### src/hdl/rix_cfg.svh
// Build-time configuration of the framebuffer write path
// Memory and command widths, request FIFO depth and the
// limit on memory writes waiting for a response
`ifndef RIX_CFG_SVH
`define RIX_CFG_SVH

// Memory address width in bits
`define RIX_ADDR_WIDTH 32

// Command word and memory data width in bits
`define RIX_DATA_WIDTH 32

// The request FIFO ring holds 2**RIX_FIFO_DEPTH_LG entries
`define RIX_FIFO_DEPTH_LG 3

// Most memory writes that may wait for their response at once
`define RIX_MAX_OUTSTANDING 4

`endif

### src/hdl/rix_cmd_pkg.sv
// Command stream definitions
// Opcodes, the OP_PIXELS count type and the header word layout
package rix_cmd_pkg;

    // Opcode in header bits 31 to 28, unlisted values are ignored
    typedef enum logic [3:0]
    {
        OP_NOP      = 4'd0,
        OP_SET_ADDR = 4'd1,
        OP_PIXELS   = 4'd2,
        OP_COMMIT   = 4'd3
    } cmd_op_t;

    // Number of data words that follow an OP_PIXELS header
    typedef logic [15:0] pixel_count_t;

    // Header word as seen on the command stream
    typedef struct packed
    {
        cmd_op_t      op;
        logic [11:0]  rsvd;
        pixel_count_t count;
    } cmd_header_t;

    // Position of the vsync flag in an OP_COMMIT header
    localparam int VSYNC_BIT = 0;

    // Byte step between two consecutive pixel words in memory
    localparam int PIXEL_STRIDE = 4;

endpackage

### src/hdl/rix_mem_pkg.sv
// Memory side definitions
// Address and data types and the request entry that travels
// from the command parser through the FIFO to the writer
`include "rix_cfg.svh"

package rix_mem_pkg;

    typedef logic [`RIX_ADDR_WIDTH - 1 : 0] mem_addr_t;
    typedef logic [`RIX_DATA_WIDTH - 1 : 0] mem_data_t;

    // One request, either a pixel write or a framebuffer commit.
    // For a commit the address is the framebuffer base.
    typedef struct packed
    {
        logic      commit;
        mem_addr_t addr;
        mem_data_t data;
        logic      vsync;
    } fb_req_t;

endpackage

### src/hdl/rix_cmd_parser.sv
// Command stream parser
// Decodes header, address and pixel words into write requests
// and commit requests for the request FIFO
`timescale 1ns/1ps

module rix_cmd_parser
(
    input  logic                    aclk,
    input  logic                    rst_n,

    input  logic                    s_cmd_tvalid,
    output logic                    s_cmd_tready,
    input  logic                    s_cmd_tlast,
    input  rix_mem_pkg::mem_data_t  s_cmd_tdata,

    input  logic                    req_full,
    output logic                    req_push,
    output logic                    req_commit,
    output rix_mem_pkg::mem_addr_t  req_addr,
    output rix_mem_pkg::mem_data_t  req_data,
    output logic                    req_vsync
);
    typedef enum logic [1:0]
    {
        ST_HEADER,
        ST_ADDR,
        ST_DATA
    } state_t;

    state_t                     state;
    logic                       run_q;
    rix_mem_pkg::mem_addr_t     base_q;
    rix_mem_pkg::mem_addr_t     ptr_q;
    rix_cmd_pkg::pixel_count_t  remaining_q;

    rix_cmd_pkg::cmd_header_t   header;
    logic                       need_push;
    logic                       accept;

    assign header = rix_cmd_pkg::cmd_header_t'(s_cmd_tdata);

    // Pixel words and commit headers produce a FIFO entry
    assign need_push = (state == ST_DATA) ||
                       ((state == ST_HEADER) && (header.op == rix_cmd_pkg::OP_COMMIT));

    // Only a word that must be pushed waits for FIFO space
    assign s_cmd_tready = run_q && !(need_push && req_full);
    assign accept       = s_cmd_tvalid && s_cmd_tready;

    assign req_push   = accept && need_push;
    assign req_commit = (state == ST_HEADER);
    assign req_addr   = (state == ST_HEADER) ? base_q : ptr_q;
    assign req_data   = s_cmd_tdata;
    assign req_vsync  = s_cmd_tdata[rix_cmd_pkg::VSYNC_BIT];

    always_ff @(posedge aclk)
    begin
        if (!rst_n)
        begin
            state       <= ST_HEADER;
            run_q       <= 1'b0;
            base_q      <= '0;
            ptr_q       <= '0;
            remaining_q <= '0;
        end
        else
        begin
            // Stream is held off for the first cycle out of reset
            run_q <= 1'b1;

            if (accept)
            begin
                case (state)
                    ST_HEADER:
                    begin
                        if (header.op == rix_cmd_pkg::OP_SET_ADDR)
                        begin
                            state <= ST_ADDR;
                        end
                        else if ((header.op == rix_cmd_pkg::OP_PIXELS) && (header.count != '0))
                        begin
                            state       <= ST_DATA;
                            remaining_q <= header.count;
                        end
                    end
                    ST_ADDR:
                    begin
                        // New base also restarts the pixel pointer
                        base_q <= s_cmd_tdata;
                        ptr_q  <= s_cmd_tdata;
                        state  <= ST_HEADER;
                    end
                    ST_DATA:
                    begin
                        ptr_q       <= ptr_q + rix_mem_pkg::mem_addr_t'(rix_cmd_pkg::PIXEL_STRIDE);
                        remaining_q <= remaining_q - 1'b1;
                        // A tlast cuts the pixel block short
                        if ((remaining_q == 16'd1) || s_cmd_tlast)
                        begin
                            state <= ST_HEADER;
                        end
                    end
                    default:
                    begin
                        state <= ST_HEADER;
                    end
                endcase
            end
        end
    end

endmodule

### src/hdl/rix_req_fifo.sv
// Request FIFO between the command parser and the framebuffer writer
// Ring of fb_req_t entries behind a registered head entry
`timescale 1ns/1ps
`include "rix_cfg.svh"

module rix_req_fifo
(
    input  logic                    aclk,
    input  logic                    rst_n,

    input  logic                    req_push,
    input  logic                    req_commit,
    input  rix_mem_pkg::mem_addr_t  req_addr,
    input  rix_mem_pkg::mem_data_t  req_data,
    input  logic                    req_vsync,
    output logic                    req_full,

    output logic                    req_valid,
    input  logic                    req_pop,
    output logic                    head_commit,
    output rix_mem_pkg::mem_addr_t  head_addr,
    output rix_mem_pkg::mem_data_t  head_data,
    output logic                    head_vsync
);
    localparam int LG    = `RIX_FIFO_DEPTH_LG;
    localparam int DEPTH = 1 << LG;

    rix_mem_pkg::fb_req_t   ring [DEPTH];
    rix_mem_pkg::fb_req_t   push_entry;
    rix_mem_pkg::fb_req_t   head_q;
    logic                   head_valid;
    logic [LG : 0]          wr_ptr;
    logic [LG : 0]          rd_ptr;
    logic                   ring_empty;
    logic                   head_load;
    logic                   bypass;
    logic                   ring_wr;
    logic                   ring_rd;

    assign push_entry = '{commit: req_commit, addr: req_addr, data: req_data, vsync: req_vsync};

    assign ring_empty = (wr_ptr == rd_ptr);
    assign req_full   = (wr_ptr[LG] != rd_ptr[LG]) && (wr_ptr[LG-1:0] == rd_ptr[LG-1:0]);

    // Head takes a new entry when it is empty or being popped.
    // With an empty ring a push goes straight into the head.
    assign head_load = !head_valid || req_pop;
    assign bypass    = head_load && ring_empty;
    assign ring_wr   = req_push && !bypass;
    assign ring_rd   = head_load && !ring_empty;

    always_ff @(posedge aclk)
    begin
        if (ring_wr)
        begin
            ring[wr_ptr[LG-1:0]] <= push_entry;
        end
        if (ring_rd)
        begin
            head_q <= ring[rd_ptr[LG-1:0]];
        end
        else if (bypass && req_push)
        begin
            head_q <= push_entry;
        end
    end

    always_ff @(posedge aclk)
    begin
        if (!rst_n)
        begin
            wr_ptr     <= '0;
            rd_ptr     <= '0;
            head_valid <= 1'b0;
        end
        else
        begin
            if (ring_wr)
            begin
                wr_ptr <= wr_ptr + 1'b1;
            end
            if (ring_rd)
            begin
                rd_ptr <= rd_ptr + 1'b1;
            end
            if (head_load)
            begin
                head_valid <= !ring_empty || req_push;
            end
        end
    end

    assign req_valid   = head_valid;
    assign head_commit = head_q.commit;
    assign head_addr   = head_q.addr;
    assign head_data   = head_q.data;
    assign head_vsync  = head_q.vsync;

endmodule

### src/hdl/rix_fb_writer.sv
// Framebuffer writer
// Issues one memory write beat per pixel request, counts the
// pending write responses and runs the buffer swap handshake
`timescale 1ns/1ps
`include "rix_cfg.svh"

module rix_fb_writer
(
    input  logic                    aclk,
    input  logic                    rst_n,

    input  logic                    req_valid,
    output logic                    req_pop,
    input  logic                    head_commit,
    input  rix_mem_pkg::mem_addr_t  head_addr,
    input  rix_mem_pkg::mem_data_t  head_data,
    input  logic                    head_vsync,

    output logic                    mem_wvalid,
    input  logic                    mem_wready,
    output rix_mem_pkg::mem_addr_t  mem_waddr,
    output rix_mem_pkg::mem_data_t  mem_wdata,
    input  logic                    mem_bvalid,

    output logic                    swap_fb,
    output logic                    swap_fb_enable_vsync,
    output rix_mem_pkg::mem_addr_t  fb_addr,
    input  logic                    fb_swapped
);
    localparam int CNT_W = $clog2(`RIX_MAX_OUTSTANDING + 1);

    logic [CNT_W - 1 : 0]   pending_cnt;
    logic [CNT_W : 0]       in_flight;
    logic                   wr_accept;
    logic                   wr_load;
    logic                   swap_start;
    logic                   swap_done;

    // Writes issued but not yet answered, including a beat still
    // waiting in the output register
    assign in_flight = pending_cnt + mem_wvalid;
    assign wr_accept = mem_wvalid && mem_wready;

    assign wr_load = req_valid && !head_commit
                     && (!mem_wvalid || mem_wready)
                     && (in_flight < `RIX_MAX_OUTSTANDING);

    // Swap only once every earlier write has its response
    assign swap_start = req_valid && head_commit && !swap_fb && (in_flight == '0);
    assign swap_done  = swap_fb && fb_swapped;

    assign req_pop = wr_load || swap_done;

    always_ff @(posedge aclk)
    begin
        if (wr_load)
        begin
            mem_waddr <= head_addr;
            mem_wdata <= head_data;
        end
        if (swap_start)
        begin
            fb_addr              <= head_addr;
            swap_fb_enable_vsync <= head_vsync;
        end
    end

    always_ff @(posedge aclk)
    begin
        if (!rst_n)
        begin
            mem_wvalid  <= 1'b0;
            swap_fb     <= 1'b0;
            pending_cnt <= '0;
        end
        else
        begin
            if (wr_load)
            begin
                mem_wvalid <= 1'b1;
            end
            else if (wr_accept)
            begin
                mem_wvalid <= 1'b0;
            end

            case ({wr_accept, mem_bvalid})
                2'b10: pending_cnt <= pending_cnt + 1'b1;
                2'b01: pending_cnt <= pending_cnt - 1'b1;
                default: pending_cnt <= pending_cnt;
            endcase

            if (swap_start)
            begin
                swap_fb <= 1'b1;
            end
            else if (swap_done)
            begin
                swap_fb <= 1'b0;
            end
        end
    end

endmodule

### src/hdl/rasterix_fb_top.sv
// Top level of the framebuffer write path
// Command parser, request FIFO and framebuffer writer
`timescale 1ns/1ps

module rasterix_fb_top
(
    input  logic                    aclk,
    input  logic                    rst_n,

    // Command stream
    input  logic                    s_cmd_tvalid,
    output logic                    s_cmd_tready,
    input  logic                    s_cmd_tlast,
    input  rix_mem_pkg::mem_data_t  s_cmd_tdata,

    // Memory write port
    output logic                    mem_wvalid,
    input  logic                    mem_wready,
    output rix_mem_pkg::mem_addr_t  mem_waddr,
    output rix_mem_pkg::mem_data_t  mem_wdata,
    input  logic                    mem_bvalid,

    // Buffer swap
    output logic                    swap_fb,
    output logic                    swap_fb_enable_vsync,
    output rix_mem_pkg::mem_addr_t  fb_addr,
    input  logic                    fb_swapped
);
    logic                   req_push;
    logic                   req_commit;
    rix_mem_pkg::mem_addr_t req_addr;
    rix_mem_pkg::mem_data_t req_data;
    logic                   req_vsync;
    logic                   req_full;
    logic                   req_valid;
    logic                   req_pop;
    logic                   head_commit;
    rix_mem_pkg::mem_addr_t head_addr;
    rix_mem_pkg::mem_data_t head_data;
    logic                   head_vsync;

    rix_cmd_parser u_cmd_parser
    (
        .aclk(aclk),
        .rst_n(rst_n),
        .s_cmd_tvalid(s_cmd_tvalid),
        .s_cmd_tready(s_cmd_tready),
        .s_cmd_tlast(s_cmd_tlast),
        .s_cmd_tdata(s_cmd_tdata),
        .req_full(req_full),
        .req_push(req_push),
        .req_commit(req_commit),
        .req_addr(req_addr),
        .req_data(req_data),
        .req_vsync(req_vsync)
    );

    rix_req_fifo u_req_fifo
    (
        .aclk(aclk),
        .rst_n(rst_n),
        .req_push(req_push),
        .req_commit(req_commit),
        .req_addr(req_addr),
        .req_data(req_data),
        .req_vsync(req_vsync),
        .req_full(req_full),
        .req_valid(req_valid),
        .req_pop(req_pop),
        .head_commit(head_commit),
        .head_addr(head_addr),
        .head_data(head_data),
        .head_vsync(head_vsync)
    );

    rix_fb_writer u_fb_writer
    (
        .aclk(aclk),
        .rst_n(rst_n),
        .req_valid(req_valid),
        .req_pop(req_pop),
        .head_commit(head_commit),
        .head_addr(head_addr),
        .head_data(head_data),
        .head_vsync(head_vsync),
        .mem_wvalid(mem_wvalid),
        .mem_wready(mem_wready),
        .mem_waddr(mem_waddr),
        .mem_wdata(mem_wdata),
        .mem_bvalid(mem_bvalid),
        .swap_fb(swap_fb),
        .swap_fb_enable_vsync(swap_fb_enable_vsync),
        .fb_addr(fb_addr),
        .fb_swapped(fb_swapped)
    );

endmodule

### config.mk
export PLATFORM = sky130hd
export DESIGN_NAME = rasterix_fb_top
export DESIGN_NICKNAME = d
export VERILOG_FILES = /design/src/hdl/rix_cmd_pkg.sv /design/src/hdl/rix_mem_pkg.sv /design/src/hdl/rix_cmd_parser.sv /design/src/hdl/rix_req_fifo.sv /design/src/hdl/rix_fb_writer.sv /design/src/hdl/rasterix_fb_top.sv
export VERILOG_INCLUDE_DIRS = /design/src /design/src/hdl
export SDC_FILE = /design/constraint.sdc
export NUM_CORES = 1
export LEC_CHECK = 0
export BUFFER_PORTS_ARGS = -buffer_cell sky130_fd_sc_hd__buf_2
export CORE_ASPECT_RATIO = 1.1
export CORE_MARGIN = 2
export CORE_UTILIZATION = 45
export CTS_CLUSTER_DIAMETER = 100
export DETAILED_ROUTE_END_ITERATION = 16
export GPL_TIMING_DRIVEN = 0
export MAX_ROUTING_LAYER = met4
export PLACE_DENSITY_LB_ADDON = 0.3
export RECOVER_POWER = 25
export SYNTH_ARGS = -nofsm -noshare
export SYNTH_HDL_FRONTEND = slang
export SYNTH_SLANG_ARGS = --single-unit
### constraint.sdc
create_clock -name aclk -period 27 [get_ports aclk]
set_input_delay 4.05 -clock aclk [delete_from_list [all_inputs] [get_ports aclk]]
set_output_delay 4.05 -clock aclk [all_outputs]
set_load 0.005 [all_outputs]
# ---- Word level (Yosys, flattened, before mapping)
# Memories as Yosys holds them, arrays and structs flattened. A register that Yosys moved wholly into a read port is not among the register bits.
# Cells that the tools add are included.
dict set report totals {
  input_bits 39
  word_cells 109
  out_inout_bits 100
  memories 1
  register_bits 260
  ram_bits 528
}
dict set report classes {
  addsub 7
  eq_ne 15
  n_mux 21
  order_cmp 1
  reduce_logical 45
}
# name words word_bits read_ports rd_ports_with_merged_regs write_ports line
set mem_list {}
lappend mem_list {u_req_fifo.ring 8 66 1 1 1 rix_req_fifo.sv:28} ;# rix_mem_pkg::fb_req_t ring [DEPTH];
# operator count
set ops {}
lappend ops {{2-to-1 mux 66 bit} 2}
lappend ops {{one-hot mux 32 bit (2 select lines)} 1}
lappend ops {{adder 32 x 3 -> 32 bit (second input constant)} 1}
lappend ops {{2-to-1 mux 16 bit} 2}
lappend ops {{2-to-1 mux 32 bit} 1}
lappend ops {{one-hot mux 16 bit (2 select lines)} 1}
lappend ops {{logical AND 1 bit} 19}
lappend ops {{== test 16 x 1 -> 1 bit (second input constant)} 1}
lappend ops {{nonzero test 16 bit} 1}
lappend ops {{subtractor 16 x 1 -> 16 bit (second input constant)} 1}
lappend ops {{nonzero test 2 bit} 6}
lappend ops {{adder 4 x 1 -> 4 bit (second input constant)} 2}
lappend ops {{== test 4 x 2 -> 1 bit (second input constant)} 2}
lappend ops {{logical NOT 1 bit} 7}
lappend ops {{2-to-1 mux 1 bit} 7}
lappend ops {{logical OR 1 bit} 6}
lappend ops {{2-to-1 mux 2 bit} 3}
lappend ops {{2-to-1 mux 3 bit} 2}
lappend ops {{inequality test 2 bit (second input constant)} 3}
lappend ops {{one-hot mux 3 bit (2 select lines)} 1}
lappend ops {{adder 3 x 1 -> 4 bit} 1}
lappend ops {{== test 2 x 1 -> 1 bit (second input constant)} 2}
lappend ops {{== test 2 bit (second input constant)} 2}
lappend ops {{== test 4 x 1 -> 1 bit (second input constant)} 1}
lappend ops {{other kinds (13)} 14}

# ---- Longest topological paths before layout
dict set report depth {
  ltp_word 11
  ltp_mapped 11
  depth_no_buf 8
}

# ---- Modules after synthesis
# A second synthesis with hierarchy kept.
dict set report hier_totals {
  cells_unflattened 1860
  hier_area_um2 31336.3
}
# module cells_per_inst area_per_inst_um2 n_inst seq_area_each_um2
set modules_own_cells {}
lappend modules_own_cells {rix_req_fifo 1054 22960.8 1 18077.3}
lappend modules_own_cells {rix_cmd_parser 668 5112.4 1 1661.6}
lappend modules_own_cells {rix_fb_writer 138 3263.1 1 3012.9}

# ---- Least setup slack after synthesis
# Ideal clock, no wire load.
dict set report synth_timing {
  path_type {input to register}
  start {in mem_wready}
  end {mem u_req_fifo.ring[2][10] (netlist bit) (enable)}
  t_arrival_ns 11.530
  cell_stages 5
  slack_ns 14.799
  path_cell_list {nor2b_1 o311a_1 a21oi_1 nand2b_1 nor4b_1}
}
dict set report synth_between {
  elab_chain_len 10
}
# element line
set synth_rtl {}
lappend synth_rtl {{from (decl)} rasterix_fb_top.sv:18} ;# input logic mem_wready,
lappend synth_rtl {{logical OR 1 bit} rix_fb_writer.sv:45} ;# && (!mem_wvalid || mem_wready)
lappend synth_rtl {{logical AND 1 bit} rix_fb_writer.sv:45}
lappend synth_rtl {{logical AND 1 bit} rix_fb_writer.sv:44} ;# assign wr_load = req_valid && !head_commit
lappend synth_rtl {{logical OR 1 bit} rix_fb_writer.sv:52} ;# assign req_pop = wr_load || swap_done;
lappend synth_rtl {{logical OR 1 bit} rix_req_fifo.sv:47} ;# assign head_load = !head_valid || req_pop;
lappend synth_rtl {{logical AND 1 bit} rix_req_fifo.sv:48} ;# assign bypass = head_load && ring_empty;
lappend synth_rtl {{logical NOT 1 bit} rix_req_fifo.sv:49} ;# assign ring_wr = req_push && !bypass;
lappend synth_rtl {{logical AND 1 bit} rix_req_fifo.sv:49}
lappend synth_rtl {{2-to-1 mux 1 bit} rix_req_fifo.sv:54} ;# if (ring_wr)
lappend synth_rtl {{2-to-1 mux 1 bit (not written as such)} rix_req_fifo.sv:56} ;# ring[wr_ptr[LG-1:0]] <= push_entry;
lappend synth_rtl {{to (decl)} rix_req_fifo.sv:28}
# Every way passes these cells.

# ---- Final worst setup path
dict set report layout_timing {
  start {in s_cmd_tdata[30]}
  end {out s_cmd_tready}
}
dict set report layout_between {
  elab_chain_len 6
}
# element line
set layout_rtl {}
lappend layout_rtl {{from (decl)} rasterix_fb_top.sv:14} ;# input rix_mem_pkg::mem_data_t s_cmd_tdata,
lappend layout_rtl {{== test 4 x 2 -> 1 bit} rix_cmd_parser.sv:44} ;# ((state == ST_HEADER) && (header.op == rix_cmd_pkg::OP_COMMIT));
lappend layout_rtl {{logical AND 1 bit} rix_cmd_parser.sv:44}
lappend layout_rtl {{logical OR 1 bit} rix_cmd_parser.sv:43} ;# assign need_push = (state == ST_DATA) ||
lappend layout_rtl {{logical AND 1 bit} rix_cmd_parser.sv:47} ;# assign s_cmd_tready = run_q && !(need_push && req_full);
lappend layout_rtl {{logical NOT 1 bit} rix_cmd_parser.sv:47}
lappend layout_rtl {{logical AND 1 bit} rix_cmd_parser.sv:47}
lappend layout_rtl {{to (decl)} rasterix_fb_top.sv:12} ;# output logic s_cmd_tready,
# Every way passes these cells.

==> results.py <==
metrics = {
    "run_status": {
        "status": "completed",
    },
    "critical_path": {
        "r2r-start": "u_fb_writer.mem_wvalid",
        "crit_fanout": 13,
        "required_ns": 22.95,
        "critical_path_class": "in -> out",
        "rrSetupSlack_ns": 22.77,
        "timing.rr.end": "u_fb_writer.fb_addr[24]",
        "arrival_ns": 5.54,
        "crit_path_end_kind": "output pin",
        "reg2reg_depth": 11,
        "critPathLaunchType": "input pin",
    },
    "clocking": {
        "cts_buffer_depth": 3,
        "post_cts_buffers": 0,
        "cts_root_buf": "clkbuf_16",
        "cts_buffers": 78,
        "cts_hold_buf": 0,
        "cts_tree": "built",
        "clock_sinks": 782,
        "cts_resized": 0,
        "clkLatencyLatePin_ns": 0.64,
        "cts_htree_levels": 3,
        "path_clk_slew_ns": 0.06,
    },
    "logic_synthesis": {
        "synth.distinct_cells": 69,
        "netlist_top_cells_count": "edfxtp_1, nand2_1, mux4_2",
        "syn_inst": 1758,
        "synth_most_common_cell": "edfxtp_1",
        "async_flop_share": 0,
        "ys_seq_area_frac": 0.733,
        "synth_top_area_cell": "edfxtp_1",
        "synth.top_cell.area_share": 0.668,
        "yosys_most_used_dff": "edfxtp_1",
        "synth_nets": 1809,
        "synth_area_leaders": "edfxtp_1, mux4_2, dfxtp_1, mux2_2, nand2_1",
        "syn-cell-area_um2": 30700,
        "synth_edf_count": 682,
        "synth_seq_cells": 782,
        "yosysWarnings": 0,
        "avgSynthCellArea_um2": 17.4,
    },
    "global_routing": {
        "grt_max_degree": 45,
        "antenna_found_initial": 2,
        "grt_overflow": 0,
        "grt_pass1_wl_um": 112000,
        "grt_use_total": 0.224,
        "grt_pass1_vias": 17300,
    },
    "sta": {
        "maxSlewHeadroom": 0.0733,
        "period_minus_slack_ns": 9.59,
        "final.setup_skew_ns": 0.0254,
        "drv_slew": 0,
        "setup_viol": 0,
        "fmax_mhz": 104,
        "finalHoldViolCount": 0,
        "fin_crit_sh": 0.355,
        "tightest_slew_ns": 1.38,
        "fin_hold_ws_ns": 0.416,
        "fin_setup_tns_ns": 0,
        "rsz0062_at_grt": "no",
    },
    "floorplanning": {
        "rows": 100,
        "die-area_um2": 70200,
        "dieWidth_um": 253,
        "initial_core_util": 0.454,
        "core_area_um2": 67600,
        "die_h_um": 278,
        "io_pins": 139,
    },
    "drt": {
        "drt_iter0_drc": 1687,
        "vias": 17300,
        "routed_wl_um": 76000,
        "drc": 0,
        "wl_per_cell_um": 25.5,
        "route.detailed.vias_per_inst": 5.80,
        "drt-pass1-iter-count": 6,
        "ant_nets": 0,
    },
    "place": {
        "gp_congestion": 0.909,
        "io_buffers": 138,
        "dp_hpwl_um": 51700,
    },
    "layout": {
        "final_layout_size_suffix_gt1_frac": 0.270,
        "n_fill_cell": 5382,
        "post-route-util": 0.528,
        "area_growth_pct": 16.4,
        "fin_nets": 2105,
    },
    "flow_run": {
        "drv_cap": 0,
    },
    "power": {
        "leakage_nw": 11.5,
        "powerDensity_nw_per_um2": 73.1,
        "peakVddDrop_v": 0.0000448,
    },
    "hold_path": {
        "hp-start": "u_req_fifo.head_data[7]",
        "hold_path_end": "u_fb_writer.mem_wdata[7]",
        "holdPathStages": 0,
        "hp-class": "reg -> reg",
    },
}
-- report_power, final --
part | internal (mW) | switching [mW] | total (mW)
clock network | 0.613 | 0.448 | 1.06
logic | 0.0887 | 0.113 | 0.202
registers | 1.34 | 0.00774 | 1.35
total | 2.04 | 0.569 | 2.61
-- per-layer routing --
metal	GRT usage	up-vias	part of all wire
li1	-	7562	-
met1	0.294	8917	0.41
met2	0.352	641	0.49
met3	0.0362	155	0.064
met4	0.0877	0	0.037
met5	-	-	0
-- worst max path at each step --
stage                     cells after the start                      to  slack [ns]             from
after detailed placement                      6            s_cmd_tready       17.45  s_cmd_tdata[30]
after global routing                          6            s_cmd_tready       17.42  s_cmd_tdata[30]
final                                         6            s_cmd_tready       17.41  s_cmd_tdata[30]
after global placement                        6  u_req_fifo.ring[4][15]        6.91  s_cmd_tdata[30]
after CTS                                     6            s_cmd_tready       17.44  s_cmd_tdata[30]
after floorplan                               5  u_req_fifo.ring[2][10]       14.80       mem_wready
-- state kept, by name (all words and copies together) (netlist names), 2 cells and up, named ones only --
signal                    cells
u_req_fifo.head_addr         32
u_fb_writer.mem_wdata        32
u_req_fifo.wr_ptr             4
u_req_fifo.head_data         32
u_cmd_parser.ptr_q           32
u_fb_writer.mem_waddr        32
u_cmd_parser.state            2
u_req_fifo.rd_ptr             4
u_fb_writer.pending_cnt       3
u_cmd_parser.remaining_q     16
u_cmd_parser.base_q          32
u_fb_writer.fb_addr          32
u_req_fifo.ring             520
-- critical path, cell delays in order --
cell     delay, ns
buf_2         0.19
nor2_1        0.27
a41oi_2       0.21
nor3_1        0.47
nor2b_1       0.17
buf_2         0.17
-- logic make-up (layout without fill, tap and decap cells) --
family,count (synthesis),count (layout),synth area share
multiplexers,260,260,0.142
buffers and inverters,116,471,0.0164
flip-flops,782,782,0.733
AO/OA/AOI/OAI,239,239,0.0487
XOR/XNOR,8,8,0.00229
adder cells (fa/ha/maj),12,12,0.00514
other,0,1,0
AND/OR/NAND/NOR,341,341,0.0523
-- stage by stage --
step                      power (mW)  worst slack [ns]  std cells  instance area, µm²
after floorplan                 1.51             14.80       1758               30700
after global placement          1.57              6.91       2763               32400
after detailed placement        1.58             17.45       2841               33200
after CTS                       2.63             17.44       2980               35700
after global routing            2.69             17.42       2980               35700
final                           2.61             17.41       2981               35700
-- area by class of cell --
| class | count | area (µm²) | area share |
|---|---|---|---|
| multi-input combinational | 860 | 7730 | 0.217 |
| buffer | 103 | 453 | 0.0127 |
| timing repair buffer | 216 | 1410 | 0.0395 |
| tap | 867 | 1080 | 0.0304 |
| sequential | 782 | 22500 | 0.630 |
| clock buffer | 97 | 2080 | 0.0582 |
| antenna | 1 | 2.50 | 0.0000701 |
| inverter | 13 | 48.8 | 0.00137 |
| clock inverter | 42 | 400 | 0.0112 |
-- cell usage in the layout (no fill, tap or decap), types with 22 or more instances in the layout --
| cell | n |
|---|---|
| a21oi_1 | 88 |
| dfxtp_1 | 100 |
| buf_6 | 22 |
| clkbuf_1 | 85 |
| clkbuf_16 | 80 |
| o21ai_0 | 68 |
| mux4_2 | 130 |
| edfxtp_1 | 682 |
| mux2_2 | 64 |
| buf_4 | 50 |
| nand2_1 | 171 |
| mux2_1 | 30 |
| buf_2 | 167 |
| nor2_1 | 46 |
| mux2i_1 | 36 |
(Power assumes the default switching activity.)
